$ cat src/tiny_serv_config.svh
`ifndef TINY_SERV_CONFIG_SVH
`define TINY_SERV_CONFIG_SVH

// Address of the first instruction fetch after reset
`define TS_RESET_PC 32'h0000_0000

// Data and address width
`define TS_XLEN 32

// Serial bit counter width
`define TS_CNT_W 5

`endif

$ cat src/tiny_serv_pkg.sv
package tiny_serv_pkg;

   // RV32 major opcodes handled by the core
   typedef enum logic [6:0] {
      OPC_OP_IMM = 7'b0010011,
      OPC_OP     = 7'b0110011,
      OPC_LUI    = 7'b0110111,
      OPC_JAL    = 7'b1101111,
      OPC_STORE  = 7'b0100011
   } opcode_t;

   typedef enum logic [2:0] {
      ALU_ADD,
      ALU_SUB,
      ALU_XOR,
      ALU_OR,
      ALU_AND,
      ALU_PASS_B
   } alu_op_t;

   // Source of the serial rd write stream
   typedef enum logic [1:0] {
      RD_NONE,
      RD_ALU,
      RD_PC4
   } rd_src_t;

   typedef enum logic [1:0] {
      ST_FETCH,
      ST_EXEC,
      ST_STORE
   } seq_state_t;

endpackage

$ cat src/tiny_serv_alu.sv
`include "tiny_serv_config.svh"

module tiny_serv_alu (
   input  logic                   clk,
   input  logic                   i_cnt_en,
   input  logic [`TS_CNT_W-1:0]   i_cnt,
   input  tiny_serv_pkg::alu_op_t i_alu_op,
   input  logic                   i_rs1,
   input  logic                   i_rs2,
   input  logic                   i_imm,
   input  logic                   i_use_imm,
   output logic                   o_rd
);
   import tiny_serv_pkg::*;

   logic op_b;
   logic sub;
   logic b_add;
   logic carry_in;
   logic carry_q;
   logic sum;

   assign op_b  = i_use_imm ? i_imm : i_rs2;
   assign sub   = (i_alu_op == ALU_SUB);
   assign b_add = op_b ^ sub;

   // Carry preset at bit 0, the +1 of two's complement for SUB
   assign carry_in = (i_cnt == '0) ? sub : carry_q;
   assign sum      = i_rs1 ^ b_add ^ carry_in;

   always_ff @(posedge clk) begin
      if (i_cnt_en) begin
         carry_q <= (i_rs1 & b_add) | (carry_in & (i_rs1 ^ b_add));
      end
   end

   always_comb begin
      case (i_alu_op)
         ALU_XOR:    o_rd = i_rs1 ^ op_b;
         ALU_OR:     o_rd = i_rs1 | op_b;
         ALU_AND:    o_rd = i_rs1 & op_b;
         ALU_PASS_B: o_rd = op_b;
         default:    o_rd = sum;
      endcase
   end

endmodule

$ cat src/tiny_serv_bufreg.sv
`include "tiny_serv_config.svh"

module tiny_serv_bufreg (
   input  logic                clk,
   input  logic                i_cnt_en,
   input  logic                i_is_store,
   input  logic                i_alu_rd,
   input  logic                i_rs2,
   output logic [`TS_XLEN-1:0] o_dbus_adr,
   output logic [`TS_XLEN-1:0] o_dbus_dat
);
   logic [`TS_XLEN-1:0] adr_q;
   logic [`TS_XLEN-1:0] dat_q;

   // Shift LSB first, held once execute ends
   always_ff @(posedge clk) begin
      if (i_cnt_en & i_is_store) begin
         adr_q <= {i_alu_rd, adr_q[`TS_XLEN-1:1]};
         dat_q <= {i_rs2, dat_q[`TS_XLEN-1:1]};
      end
   end

   // Word access only
   assign o_dbus_adr = {adr_q[`TS_XLEN-1:2], 2'b00};
   assign o_dbus_dat = dat_q;

endmodule

$ cat src/tiny_serv_ctrl.sv
`include "tiny_serv_config.svh"

module tiny_serv_ctrl (
   input  logic                 clk,
   input  logic                 i_rst_n,
   input  logic                 i_cnt_en,
   input  logic [`TS_CNT_W-1:0] i_cnt,
   input  logic                 i_cnt_done,
   input  logic                 i_is_jal,
   input  logic                 i_imm,
   output logic                 o_pc_plus4,
   output logic [`TS_XLEN-1:0]  o_ibus_adr
);
   logic [`TS_XLEN-1:0] pc;
   logic [`TS_XLEN-1:0] npc_shift;
   logic                pc_bit;
   logic                four_bit;
   logic                c4_in;
   logic                c4_q;
   logic                cj_in;
   logic                cj_q;
   logic                jal_sum;
   logic                npc_bit;

   assign pc_bit   = pc[i_cnt];
   // Constant 4 has only bit 2 set
   assign four_bit = (i_cnt == `TS_CNT_W'(2));

   assign c4_in      = (i_cnt != '0) & c4_q;
   assign o_pc_plus4 = pc_bit ^ four_bit ^ c4_in;

   assign cj_in   = (i_cnt != '0) & cj_q;
   assign jal_sum = pc_bit ^ i_imm ^ cj_in;

   assign npc_bit = i_is_jal ? jal_sum : o_pc_plus4;

   always_ff @(posedge clk) begin
      if (i_cnt_en) begin
         c4_q      <= (pc_bit & four_bit) | (c4_in & (pc_bit ^ four_bit));
         cj_q      <= (pc_bit & i_imm) | (cj_in & (pc_bit ^ i_imm));
         npc_shift <= {npc_bit, npc_shift[`TS_XLEN-1:1]};
      end
   end

   always_ff @(posedge clk) begin
      if (!i_rst_n) begin
         pc <= `TS_RESET_PC;
      end else if (i_cnt_done) begin
         pc <= {npc_bit, npc_shift[`TS_XLEN-1:1]};
      end
   end

   assign o_ibus_adr = pc;

endmodule

$ cat src/tiny_serv_decode.sv
`include "tiny_serv_config.svh"

module tiny_serv_decode (
   input  logic                   clk,
   input  logic                   i_ibus_ack,
   input  logic [`TS_XLEN-1:0]    i_ibus_rdt,
   input  logic                   i_cnt_en,
   input  logic [`TS_CNT_W-1:0]   i_cnt,
   output logic [4:0]             o_rs1_addr,
   output logic [4:0]             o_rs2_addr,
   output logic [4:0]             o_rd_addr,
   output tiny_serv_pkg::alu_op_t o_alu_op,
   output tiny_serv_pkg::rd_src_t o_rd_src,
   output logic                   o_use_imm,
   output logic                   o_is_store,
   output logic                   o_is_jal,
   output logic                   o_imm
);
   import tiny_serv_pkg::*;

   logic [`TS_XLEN-1:0] ir;
   opcode_t             opcode;
   logic [2:0]          funct3;
   logic                f7_ok;
   logic                f3_ok;
   alu_op_t             f3_op;

   logic [`TS_XLEN-1:0] imm_i;
   logic [`TS_XLEN-1:0] imm_s;
   logic [`TS_XLEN-1:0] imm_u;
   logic [`TS_XLEN-1:0] imm_j;
   logic [`TS_XLEN-1:0] imm_word;

   always_ff @(posedge clk) begin
      if (i_ibus_ack) begin
         ir <= i_ibus_rdt;
      end
   end

   assign opcode     = opcode_t'(ir[6:0]);
   assign funct3     = ir[14:12];
   assign o_rd_addr  = ir[11:7];
   assign o_rs1_addr = ir[19:15];
   assign o_rs2_addr = ir[24:20];

   // Only ADD/SUB may carry funct7 bit 30
   assign f7_ok = (ir[31:25] == 7'b0000000) |
                  ((ir[31:25] == 7'b0100000) & (funct3 == 3'b000));

   assign imm_i = {{21{ir[31]}}, ir[30:20]};
   assign imm_s = {{21{ir[31]}}, ir[30:25], ir[11:7]};
   assign imm_u = {ir[31:12], 12'b0};
   assign imm_j = {{12{ir[31]}}, ir[19:12], ir[20], ir[30:21], 1'b0};

   always_comb begin
      f3_ok = 1'b1;
      case (funct3)
         3'b000:  f3_op = ALU_ADD;
         3'b100:  f3_op = ALU_XOR;
         3'b110:  f3_op = ALU_OR;
         3'b111:  f3_op = ALU_AND;
         default: begin
            f3_op = ALU_ADD;
            f3_ok = 1'b0;
         end
      endcase
   end

   always_comb begin
      o_alu_op   = ALU_ADD;
      o_rd_src   = RD_NONE;
      o_use_imm  = 1'b0;
      o_is_store = 1'b0;
      o_is_jal   = 1'b0;
      imm_word   = imm_i;
      case (opcode)
         OPC_OP_IMM: begin
            o_alu_op  = f3_op;
            o_use_imm = 1'b1;
            o_rd_src  = f3_ok ? RD_ALU : RD_NONE;
         end
         OPC_OP: begin
            o_alu_op = ir[30] ? ALU_SUB : f3_op;
            o_rd_src = (f3_ok & f7_ok) ? RD_ALU : RD_NONE;
         end
         OPC_LUI: begin
            o_alu_op  = ALU_PASS_B;
            o_use_imm = 1'b1;
            o_rd_src  = RD_ALU;
            imm_word  = imm_u;
         end
         OPC_JAL: begin
            o_is_jal = 1'b1;
            o_rd_src = RD_PC4;
            imm_word = imm_j;
         end
         OPC_STORE: begin
            // Word stores only, rs1 + offset goes to the address buffer
            o_use_imm  = 1'b1;
            o_is_store = (funct3 == 3'b010);
            imm_word   = imm_s;
         end
         default: begin
            o_rd_src = RD_NONE;
         end
      endcase
   end

   // Immediate streamed LSB first
   assign o_imm = i_cnt_en & imm_word[i_cnt];

endmodule

$ cat src/tiny_serv_rf.sv
`include "tiny_serv_config.svh"

module tiny_serv_rf (
   input  logic                   clk,
   input  logic                   i_rst_n,
   input  logic                   i_cnt_en,
   input  logic [`TS_CNT_W-1:0]   i_cnt,
   input  logic                   i_cnt_done,
   input  logic [4:0]             i_rs1_addr,
   input  logic [4:0]             i_rs2_addr,
   input  logic [4:0]             i_rd_addr,
   input  tiny_serv_pkg::rd_src_t i_rd_src,
   input  logic                   i_alu_rd,
   input  logic                   i_pc_plus4,
   output logic                   o_rs1,
   output logic                   o_rs2
);
   import tiny_serv_pkg::*;

   logic [`TS_XLEN-1:0] regs [0:31];
   logic [`TS_XLEN-1:0] rd_shift;
   logic [31:0]         written;
   logic                rd_bit;
   logic                rd_wen;

   always_comb begin
      case (i_rd_src)
         RD_ALU:  rd_bit = i_alu_rd;
         RD_PC4:  rd_bit = i_pc_plus4;
         default: rd_bit = 1'b0;
      endcase
   end

   // x0 never written
   assign rd_wen = i_cnt_done & (i_rd_src != RD_NONE) & (i_rd_addr != 5'd0);

   always_ff @(posedge clk) begin
      if (i_cnt_en) begin
         rd_shift <= {rd_bit, rd_shift[`TS_XLEN-1:1]};
      end
      if (rd_wen) begin
         regs[i_rd_addr] <= {rd_bit, rd_shift[`TS_XLEN-1:1]};
      end
   end

   // Registers read as zero until first written
   always_ff @(posedge clk) begin
      if (!i_rst_n) begin
         written <= '0;
      end else if (rd_wen) begin
         written[i_rd_addr] <= 1'b1;
      end
   end

   assign o_rs1 = written[i_rs1_addr] & regs[i_rs1_addr][i_cnt];
   assign o_rs2 = written[i_rs2_addr] & regs[i_rs2_addr][i_cnt];

endmodule

$ cat src/tiny_serv_state.sv
`include "tiny_serv_config.svh"

module tiny_serv_state (
   input  logic                 clk,
   input  logic                 i_rst_n,
   input  logic                 i_ibus_ack,
   input  logic                 i_dbus_ack,
   input  logic                 i_is_store,
   output logic                 o_ibus_cyc,
   output logic                 o_dbus_cyc,
   output logic                 o_cnt_en,
   output logic [`TS_CNT_W-1:0] o_cnt,
   output logic                 o_cnt_done
);
   import tiny_serv_pkg::*;

   seq_state_t state;

   assign o_cnt_en   = (state == ST_EXEC);
   // Last of the 32 serial cycles
   assign o_cnt_done = o_cnt_en & (&o_cnt);

   always_ff @(posedge clk) begin
      if (!i_rst_n) begin
         state      <= ST_FETCH;
         o_ibus_cyc <= 1'b0;
         o_dbus_cyc <= 1'b0;
         o_cnt      <= '0;
      end else begin
         case (state)
            ST_FETCH: begin
               // Only taken on the way out of reset
               if (!o_ibus_cyc) begin
                  o_ibus_cyc <= 1'b1;
               end else if (i_ibus_ack) begin
                  o_ibus_cyc <= 1'b0;
                  state      <= ST_EXEC;
               end
            end
            ST_EXEC: begin
               o_cnt <= o_cnt + `TS_CNT_W'(1);
               if (o_cnt_done) begin
                  if (i_is_store) begin
                     o_dbus_cyc <= 1'b1;
                     state      <= ST_STORE;
                  end else begin
                     o_ibus_cyc <= 1'b1;
                     state      <= ST_FETCH;
                  end
               end
            end
            ST_STORE: begin
               if (i_dbus_ack) begin
                  o_dbus_cyc <= 1'b0;
                  o_ibus_cyc <= 1'b1;
                  state      <= ST_FETCH;
               end
            end
            default: begin
               o_ibus_cyc <= 1'b0;
               o_dbus_cyc <= 1'b0;
               state      <= ST_FETCH;
            end
         endcase
      end
   end

endmodule

$ cat src/tiny_serv_top.sv
`include "tiny_serv_config.svh"

module tiny_serv_top (
   input  logic                clk,
   input  logic                i_rst_n,
   output logic [`TS_XLEN-1:0] o_ibus_adr,
   output logic                o_ibus_cyc,
   input  logic [`TS_XLEN-1:0] i_ibus_rdt,
   input  logic                i_ibus_ack,
   output logic [`TS_XLEN-1:0] o_dbus_adr,
   output logic [`TS_XLEN-1:0] o_dbus_dat,
   output logic                o_dbus_cyc,
   input  logic                i_dbus_ack
);
   import tiny_serv_pkg::*;

   logic                 cnt_en;
   logic [`TS_CNT_W-1:0] cnt;
   logic                 cnt_done;

   logic [4:0] rs1_addr;
   logic [4:0] rs2_addr;
   logic [4:0] rd_addr;
   alu_op_t    alu_op;
   rd_src_t    rd_src;
   logic       use_imm;
   logic       is_store;
   logic       is_jal;
   logic       imm;

   // Serial data streams
   logic rs1;
   logic rs2;
   logic alu_rd;
   logic pc_plus4;

   tiny_serv_state u_state (
      .clk        (clk),
      .i_rst_n    (i_rst_n),
      .i_ibus_ack (i_ibus_ack),
      .i_dbus_ack (i_dbus_ack),
      .i_is_store (is_store),
      .o_ibus_cyc (o_ibus_cyc),
      .o_dbus_cyc (o_dbus_cyc),
      .o_cnt_en   (cnt_en),
      .o_cnt      (cnt),
      .o_cnt_done (cnt_done)
   );

   tiny_serv_decode u_decode (
      .clk        (clk),
      .i_ibus_ack (i_ibus_ack),
      .i_ibus_rdt (i_ibus_rdt),
      .i_cnt_en   (cnt_en),
      .i_cnt      (cnt),
      .o_rs1_addr (rs1_addr),
      .o_rs2_addr (rs2_addr),
      .o_rd_addr  (rd_addr),
      .o_alu_op   (alu_op),
      .o_rd_src   (rd_src),
      .o_use_imm  (use_imm),
      .o_is_store (is_store),
      .o_is_jal   (is_jal),
      .o_imm      (imm)
   );

   tiny_serv_rf u_rf (
      .clk        (clk),
      .i_rst_n    (i_rst_n),
      .i_cnt_en   (cnt_en),
      .i_cnt      (cnt),
      .i_cnt_done (cnt_done),
      .i_rs1_addr (rs1_addr),
      .i_rs2_addr (rs2_addr),
      .i_rd_addr  (rd_addr),
      .i_rd_src   (rd_src),
      .i_alu_rd   (alu_rd),
      .i_pc_plus4 (pc_plus4),
      .o_rs1      (rs1),
      .o_rs2      (rs2)
   );

   tiny_serv_alu u_alu (
      .clk       (clk),
      .i_cnt_en  (cnt_en),
      .i_cnt     (cnt),
      .i_alu_op  (alu_op),
      .i_rs1     (rs1),
      .i_rs2     (rs2),
      .i_imm     (imm),
      .i_use_imm (use_imm),
      .o_rd      (alu_rd)
   );

   tiny_serv_ctrl u_ctrl (
      .clk        (clk),
      .i_rst_n    (i_rst_n),
      .i_cnt_en   (cnt_en),
      .i_cnt      (cnt),
      .i_cnt_done (cnt_done),
      .i_is_jal   (is_jal),
      .i_imm      (imm),
      .o_pc_plus4 (pc_plus4),
      .o_ibus_adr (o_ibus_adr)
   );

   tiny_serv_bufreg u_bufreg (
      .clk        (clk),
      .i_cnt_en   (cnt_en),
      .i_is_store (is_store),
      .i_alu_rd   (alu_rd),
      .i_rs2      (rs2),
      .o_dbus_adr (o_dbus_adr),
      .o_dbus_dat (o_dbus_dat)
   );

endmodule
$ cat config.mk
export PLATFORM = sky130hd
export DESIGN_NAME = tiny_serv_top
export DESIGN_NICKNAME = d
export VERILOG_FILES = /design/src/tiny_serv_pkg.sv /design/src/tiny_serv_alu.sv /design/src/tiny_serv_bufreg.sv /design/src/tiny_serv_ctrl.sv /design/src/tiny_serv_decode.sv /design/src/tiny_serv_rf.sv /design/src/tiny_serv_state.sv /design/src/tiny_serv_top.sv
export VERILOG_INCLUDE_DIRS = /design/src
export SDC_FILE = /design/constraint.sdc
export NUM_CORES = 1
export LEC_CHECK = 0
export ABC_CLOCK_PERIOD_IN_PS = 10800
export BUFFER_PORTS_ARGS = -buffer_cell sky130_fd_sc_hd__buf_2
export CAP_MARGIN = 40
export CORE_MARGIN = 2
export CORE_UTILIZATION = 30
export DETAILED_ROUTE_END_ITERATION = 10
export GPL_TIMING_DRIVEN = 0
export MAX_ROUTING_LAYER = met4
export PLACE_DENSITY = 0.55
export SYNTH_ARGS = -nofsm -noshare
export SYNTH_HDL_FRONTEND = slang
export SYNTH_SLANG_ARGS = --single-unit
$ cat constraint.sdc
create_clock -name clk -period 10.8 [get_ports clk]
set_input_delay 1.08 -clock clk [delete_from_list [all_inputs] [get_ports clk]]
set_output_delay 1.08 -clock clk [all_outputs]
set_load 0.1 [all_outputs]
# Word-level counts from Yosys, hierarchy flattened
# Memories as Yosys holds them, arrays and structs flattened. A register that Yosys moved wholly into a read port is not among the register bits.
# Cells that the tools add are included.
# W data, S select, Z words.
# op_classes
n_addsub	1
n_lt_le_gt_ge	5
eq_ne	26
n_mux	50
n_bitwise	33
reduce_logical	14
# op_table
operator	count
$pmux W31 S3	1
$or A32 B32 Y32	1
$bmux W1 S5	6
$eq A7 B6 Y1 const B	4
$mux W1	26
$lt A5 B6 Y1 const B	4
$and A1 B1 Y1	18
$pmux W3 S3	2
$eq A3 B3 Y1 const B	5
$mux W2	5
$mux W5	2
$ne A2 B2 Y1 const B	5
$reduce_bool A5 Y1	2
$eq A3 B2 Y1 const B	3
$pmux W2 S4	1
$reduce_and A4 Y1	2
$xor A1 B1 Y1	8
$eq A7 B5 Y1 const B	1
$eq A7 B7 Y1 const B	1
$logic_not A7 Y1	1
$pmux W1 S3	2
$pmux W2 S3	1
$add A5 B1 Y5 const B	1
$demux W1 S5	1
20 further kinds	26
# word_totals
reg_bits	236
mem_bits_rw	1024
inputBits	36
output_inout_bits	98
word_cells	144
n_memories	1
# memory_table
memory	words	word_bits	read_ports	rd_clocked_by_memory_dff	write_ports	line_no	rtl
u_rf.regs	32	32	2	2	1	tiny_serv_rf.sv:20	logic [`TS_XLEN-1:0] regs [0:31];

# Longest topological paths before layout
# depth
ltp_word	11
mapped_depth	20
ltp_nobuf	15

# Modules after synthesis
# A second synthesis with hierarchy kept.
# unflattened
hier_cells	3269
area_unflattened_um2	57806.7
# modules_own_cells
module	n_inst	cells_each	area_per_inst_um2	seq_area_each_um2
tiny_serv_rf	1	2817	50903.8	32321.0
tiny_serv_ctrl	1	175	2591.2	1631.6
tiny_serv_bufreg	1	66	1886.8	1861.8
tiny_serv_decode	1	136	1705.4	960.9
tiny_serv_state	1	54	524.3	180.2
tiny_serv_alu	1	21	195.2	30.0

# Worst setup path before layout
# No wires, ideal clock.
# synth_path
kind	register -> register
from	register u_state.state[1]
to	register u_state.o_ibus_cyc
setup_time_ns	0.090
arrival_time_ns	9.527
slack_ns	1.184
path_stages_with_launch	8
synth_period_minus_slack_ns	9.616
path_cell_list	dfxtp_1 -> inv_1 -> ha_1 -> clkbuf_1 -> inv_1 -> nor4_1 -> o21ai_0 -> a21boi_0
# synth_between
elab_chain_len	4
elab_cells_between_ends	9
cone_classes	5 x eq/ne; 1 x mux; 1 x bitwise; 2 x reduce/logical
# synth_rtl
element	line_no	rtl
from (decl)	tiny_serv_state.sv:17	seq_state_t state;
from (signal assigned)	tiny_serv_state.sv:25	state <= ST_FETCH;
from (signal assigned)	tiny_serv_state.sv:37	state <= ST_EXEC;
from (signal assigned)	tiny_serv_state.sv:45	state <= ST_STORE;
$eq A2 B1 Y1 (*)	tiny_serv_state.sv:19	assign o_cnt_en = (state == ST_EXEC);
via cnt_en	tiny_serv_top.sv:17	logic cnt_en;
$and A1 B1 Y1	tiny_serv_state.sv:21	assign o_cnt_done = o_cnt_en & (&o_cnt);
$ne A2 B2 Y1 (no source line)	--	
$reduce_and A3 Y1 (no source line)	--	
to (signal assigned)	tiny_serv_state.sv:26	o_ibus_cyc <= 1'b0;
to (signal assigned)	tiny_serv_state.sv:34	o_ibus_cyc <= 1'b1;
to (signal assigned)	tiny_serv_state.sv:36	o_ibus_cyc <= 1'b0;
to (decl)	tiny_serv_state.sv:9	output logic o_ibus_cyc,
# The timed path passes the listed nets; every way through them passes the cells marked *.
# A chain may end at the register's enable or synchronous reset.

==> impl_metrics.tcl <==
set metrics [dict create \
    holdWs_ns 0.445 \
    dpl.hpwl_mm 157 \
    crit_path_cell_trace "buf_4 > buf_2 > buf_2 > buf_2 > mux4_2 > a22oi_1 > a21oi_1 > nor4_1 > o21ai_0 > a211oi_1 > o22ai_2 > xnor2_1 > o21ai_1 > fa_1 > a211o_1 > nand2_1 > o2bb2a_1 > a21oi_4 > buf_12" \
    hold_depth 0 \
    cts.sinks 1266 \
    crit_type "reg2reg" \
    die_area_sq_um 193000 \
    cp_slowest_stage_delay_ns 0.75 \
    numCtsBuffers 140 \
    p_comb_share_pct 12.6 \
    yosysWarnings 0 \
    swShare_pct 25.5 \
    rr_worst_depth 19 \
    via_per_inst 6.06 \
    mostFrequentLayoutCells "edfxtp_1, mux4_2, buf_2" \
    p_sw_w 0.00305 \
    start_util_pct 30.2 \
    hold_viol 0 \
    synth_cell_types 75 \
    worst_pin_slew_ns 1.00 \
    htree_levels 4 \
    cp-start-kind "flip-flop" \
    ant_nets 0 \
    setup_slack_ns 3.30 \
    grt_pass1_wl_mm 305 \
    holdBufCountCts 0 \
    placedCellCount 5680 \
    synth-async-reset-ratio_pct 0 \
    regArea_sq_um 37200 \
    p_per_area_nw_per_um2 173 \
    die_height_um 439 \
    root_buffer "clkbuf_16" \
    crit_family "compound AO/OA/AOI/OAI gates" \
    outcome "finished clean" \
    fmax_mhz 133 \
    nNetsFinal 3381 \
    wirelength_mm 229 \
    synth-simple-area-share_pct 2.86 \
    p_int_w 0.00891 \
    final_cells 5947 \
    post_cts_resized 0 \
    clock_latency_ns 0.79 \
    drtIter0Drc 6358 \
    layout-drive-gt1-share_pct 38.2 \
    crit_path_frequent_cell "buf_2" \
    syn_to_final_growth_pct 21.7 \
    post-route-drc-count 0 \
    ys_seq_area_share_pct 65.4 \
    finalClockSkew_ns 0.0313 \
    fp.dieW_um 439 \
    globalplace.congestion 0.950 \
    grt_max_degree 40 \
    synth_edf_count 1183 \
    place_area_sq_um 64400 \
    p_clk_share_pct 41.7 \
    gr-total-overflow 0 \
    core_sq_um 188000 \
    crit_slowest_cell "a211oi_1" \
    cts_tree "built" \
    cts_buffer_depth 3 \
    relSlewSlack_pct 33.3 \
    timing.final.max_slew_violations 0 \
    cts_setup_buffers 0 \
    synth-compound-area-share_pct 3.48 \
    ff2ff_setup_slack_ns 3.30 \
    first_pass_iters 9 \
    syn_area_per_cell_sq_um 20.1 \
    netlist_area_sq_um 56900 \
    synthFlopType "edfxtp_1" \
    antenna_found_initial 6 \
    io_pins 134 \
    maxCapViolations 0 \
    rr_endpoint "u_rf.regs[8][31]" \
    synthAdderAreaFrac_pct 0.392 \
    mostFrequentLayoutCell "edfxtp_1" \
    crit_required_ns 11.31 \
    yosys.area_share.xor_xnor_pct 0.0770 \
    yosys_register_bits 1266 \
    path_clk_slew_ns 0.06 \
    setup_viol 0 \
    critical_path_buf_inv_count 5 \
    fin_crit_sh_pct 69.5 \
    endpoint_kind "flip-flop" \
    synth_top_family_by_area "multiplexers" \
    hold_start "u_ctrl.npc_shift[21]" \
    multi_input_area_sq_um 18900 \
    post_drt_wl_per_cell_um 38.5 \
    pre_cts_slack_ns 3.60 \
    p_seq_share_pct 45.7 \
    p_leak_nw 22.2 \
    hold_class "reg2reg" \
    min_period_ns 7.50 \
    fin_area_sq_um 69200 \
    cp.arrival_ns 8.01 \
    peakVddDrop_uv 165 \
    synth_mux_area_share_pct 25.8 \
    min_to "u_ctrl.npc_shift[20]" \
    fill_cells 17103 \
    io_buffers 130 \
    std_cell_rows 159 \
    synthCells 2834 \
    first_global_vias 33950 \
    grt_setup_unrepaired "false" \
    path_max_fanout 33 \
    grt_usage_pct 24.0 \
    routed-via-count 36033 \
]
==> power groups by stage <==
stage | Sequential, W | Clock, W | Combinational, W
after floorplan | 0.00557 | 0 | 0.000770
after global placement | 0.00561 | 0 | 0.00132
after detailed placement | 0.00557 | 0 | 0.00145
after CTS | 0.00546 | 0.00503 | 0.00146
after global routing | 0.00547 | 0.00522 | 0.00151
final | 0.00546 | 0.00499 | 0.00150
==> synth_stat cells, drive strengths merged (4+ instances only) <==
cell type | instances | area (sq um)
edfxtp | 1183 | 35500
mux4 | 608 | 13700
nand2 | 153 | 574
buf | 124 | 772
dfxtp | 83 | 1660
clkbuf | 80 | 300
mux2i | 74 | 741
nor2 | 59 | 221
a22oi | 57 | 428
a21boi | 39 | 293
a21oi | 36 | 180
o21a | 31 | 233
nor3 | 23 | 115
inv | 20 | 75.1
and2 | 19 | 119
mux2 | 19 | 214
nand3 | 19 | 95.1
o21ai | 18 | 90.1
nor2b | 17 | 106
nor4 | 14 | 87.6
ha | 13 | 163
o22ai | 13 | 87.6
nand4 | 11 | 68.8
a211oi | 10 | 75.1
a22o | 10 | 87.6
a31oi | 7 | 43.8
o31ai | 7 | 52.6
a221oi | 6 | 52.6
nand2b | 6 | 37.5
o2111ai | 6 | 52.6
a211o | 4 | 35.0
a32oi | 4 | 35.0
nor4b | 4 | 35.0
o311ai | 4 | 35.0
==> logic make-up after synthesis <==
kind of cell | count (synthesis)
other | 1
buffers and inverters | 226
adders and majority gates | 16
muxes | 701
xor gates and xnor gates | 5
DFF | 1266
and+or+nand+nor | 346
AOI/OAI and AO/OA | 273
==> routing by layer <==
metal / global-route usage, % / part of all wire (%) / vias to the layer above
met4: 10.5 / 4.9 / 0
met5: - / 0 / -
met1: 31.3 / 38 / 19328
met3: 7.30 / 13 / 567
met2: 34.6 / 44 / 2959
li1: - / - / 13179
==> cell type report <==
| cell class | instances | share of cell area (%) |
|---|---|---|
| inverter | 22 | 0.119 |
| buffer | 204 | 1.57 |
| sequential | 1266 | 53.7 |
| timing repair buffer | 320 | 5.81 |
| clock buffer | 182 | 5.60 |
| antenna | 8 | 0.0289 |
| multi-input combinational | 1375 | 27.4 |
| clock inverter | 75 | 1.27 |
| tap | 2495 | 4.51 |
==> state kept, by name, summed over array words and instances (netlist names), 2 cells and up, named ones only <==
register	flops
u_rf.written	32
u_ctrl.npc_shift	31
u_rf.rd_shift	31
u_decode.ir	32
u_bufreg.o_dbus_dat	32
u_bufreg.adr_q	30
u_ctrl.o_ibus_adr	32
u_state.o_cnt	5
u_state.state	2
u_rf.regs	1024
==> how the worst max path moves through the flow <==
stage                     start                 end  cells after the start  slack (ns)
2_1_floorplan  u_state.state[1]  u_state.o_ibus_cyc                      7        1.18
5_1_grt               flip-flop    u_rf.regs[8][31]                     19        3.40
6_report              flip-flop    u_rf.regs[8][31]                     19        3.30
4_1_cts               flip-flop    u_rf.regs[8][31]                     19        3.57
3_5_place_dp          flip-flop   u_rf.regs[24][31]                     19        3.60
3_3_place_gp   u_state.state[0]  u_state.o_ibus_cyc                      6       -3.78
==> per-stage QoR <==
step | total power (W) | util, % | TNS [ns]
2_1_floorplan | 0.00634 | - | 0
3_3_place_gp | 0.00692 | 32.3 | -536.42
3_5_place_dp | 0.00702 | 34.3 | 0
4_1_cts | 0.0119 | 36.8 | 0
5_1_grt | 0.0122 | 36.8 | 0
6_report | 0.0120 | 36.8 | 0
Note: power is estimated with default switching activity, not from simulation.
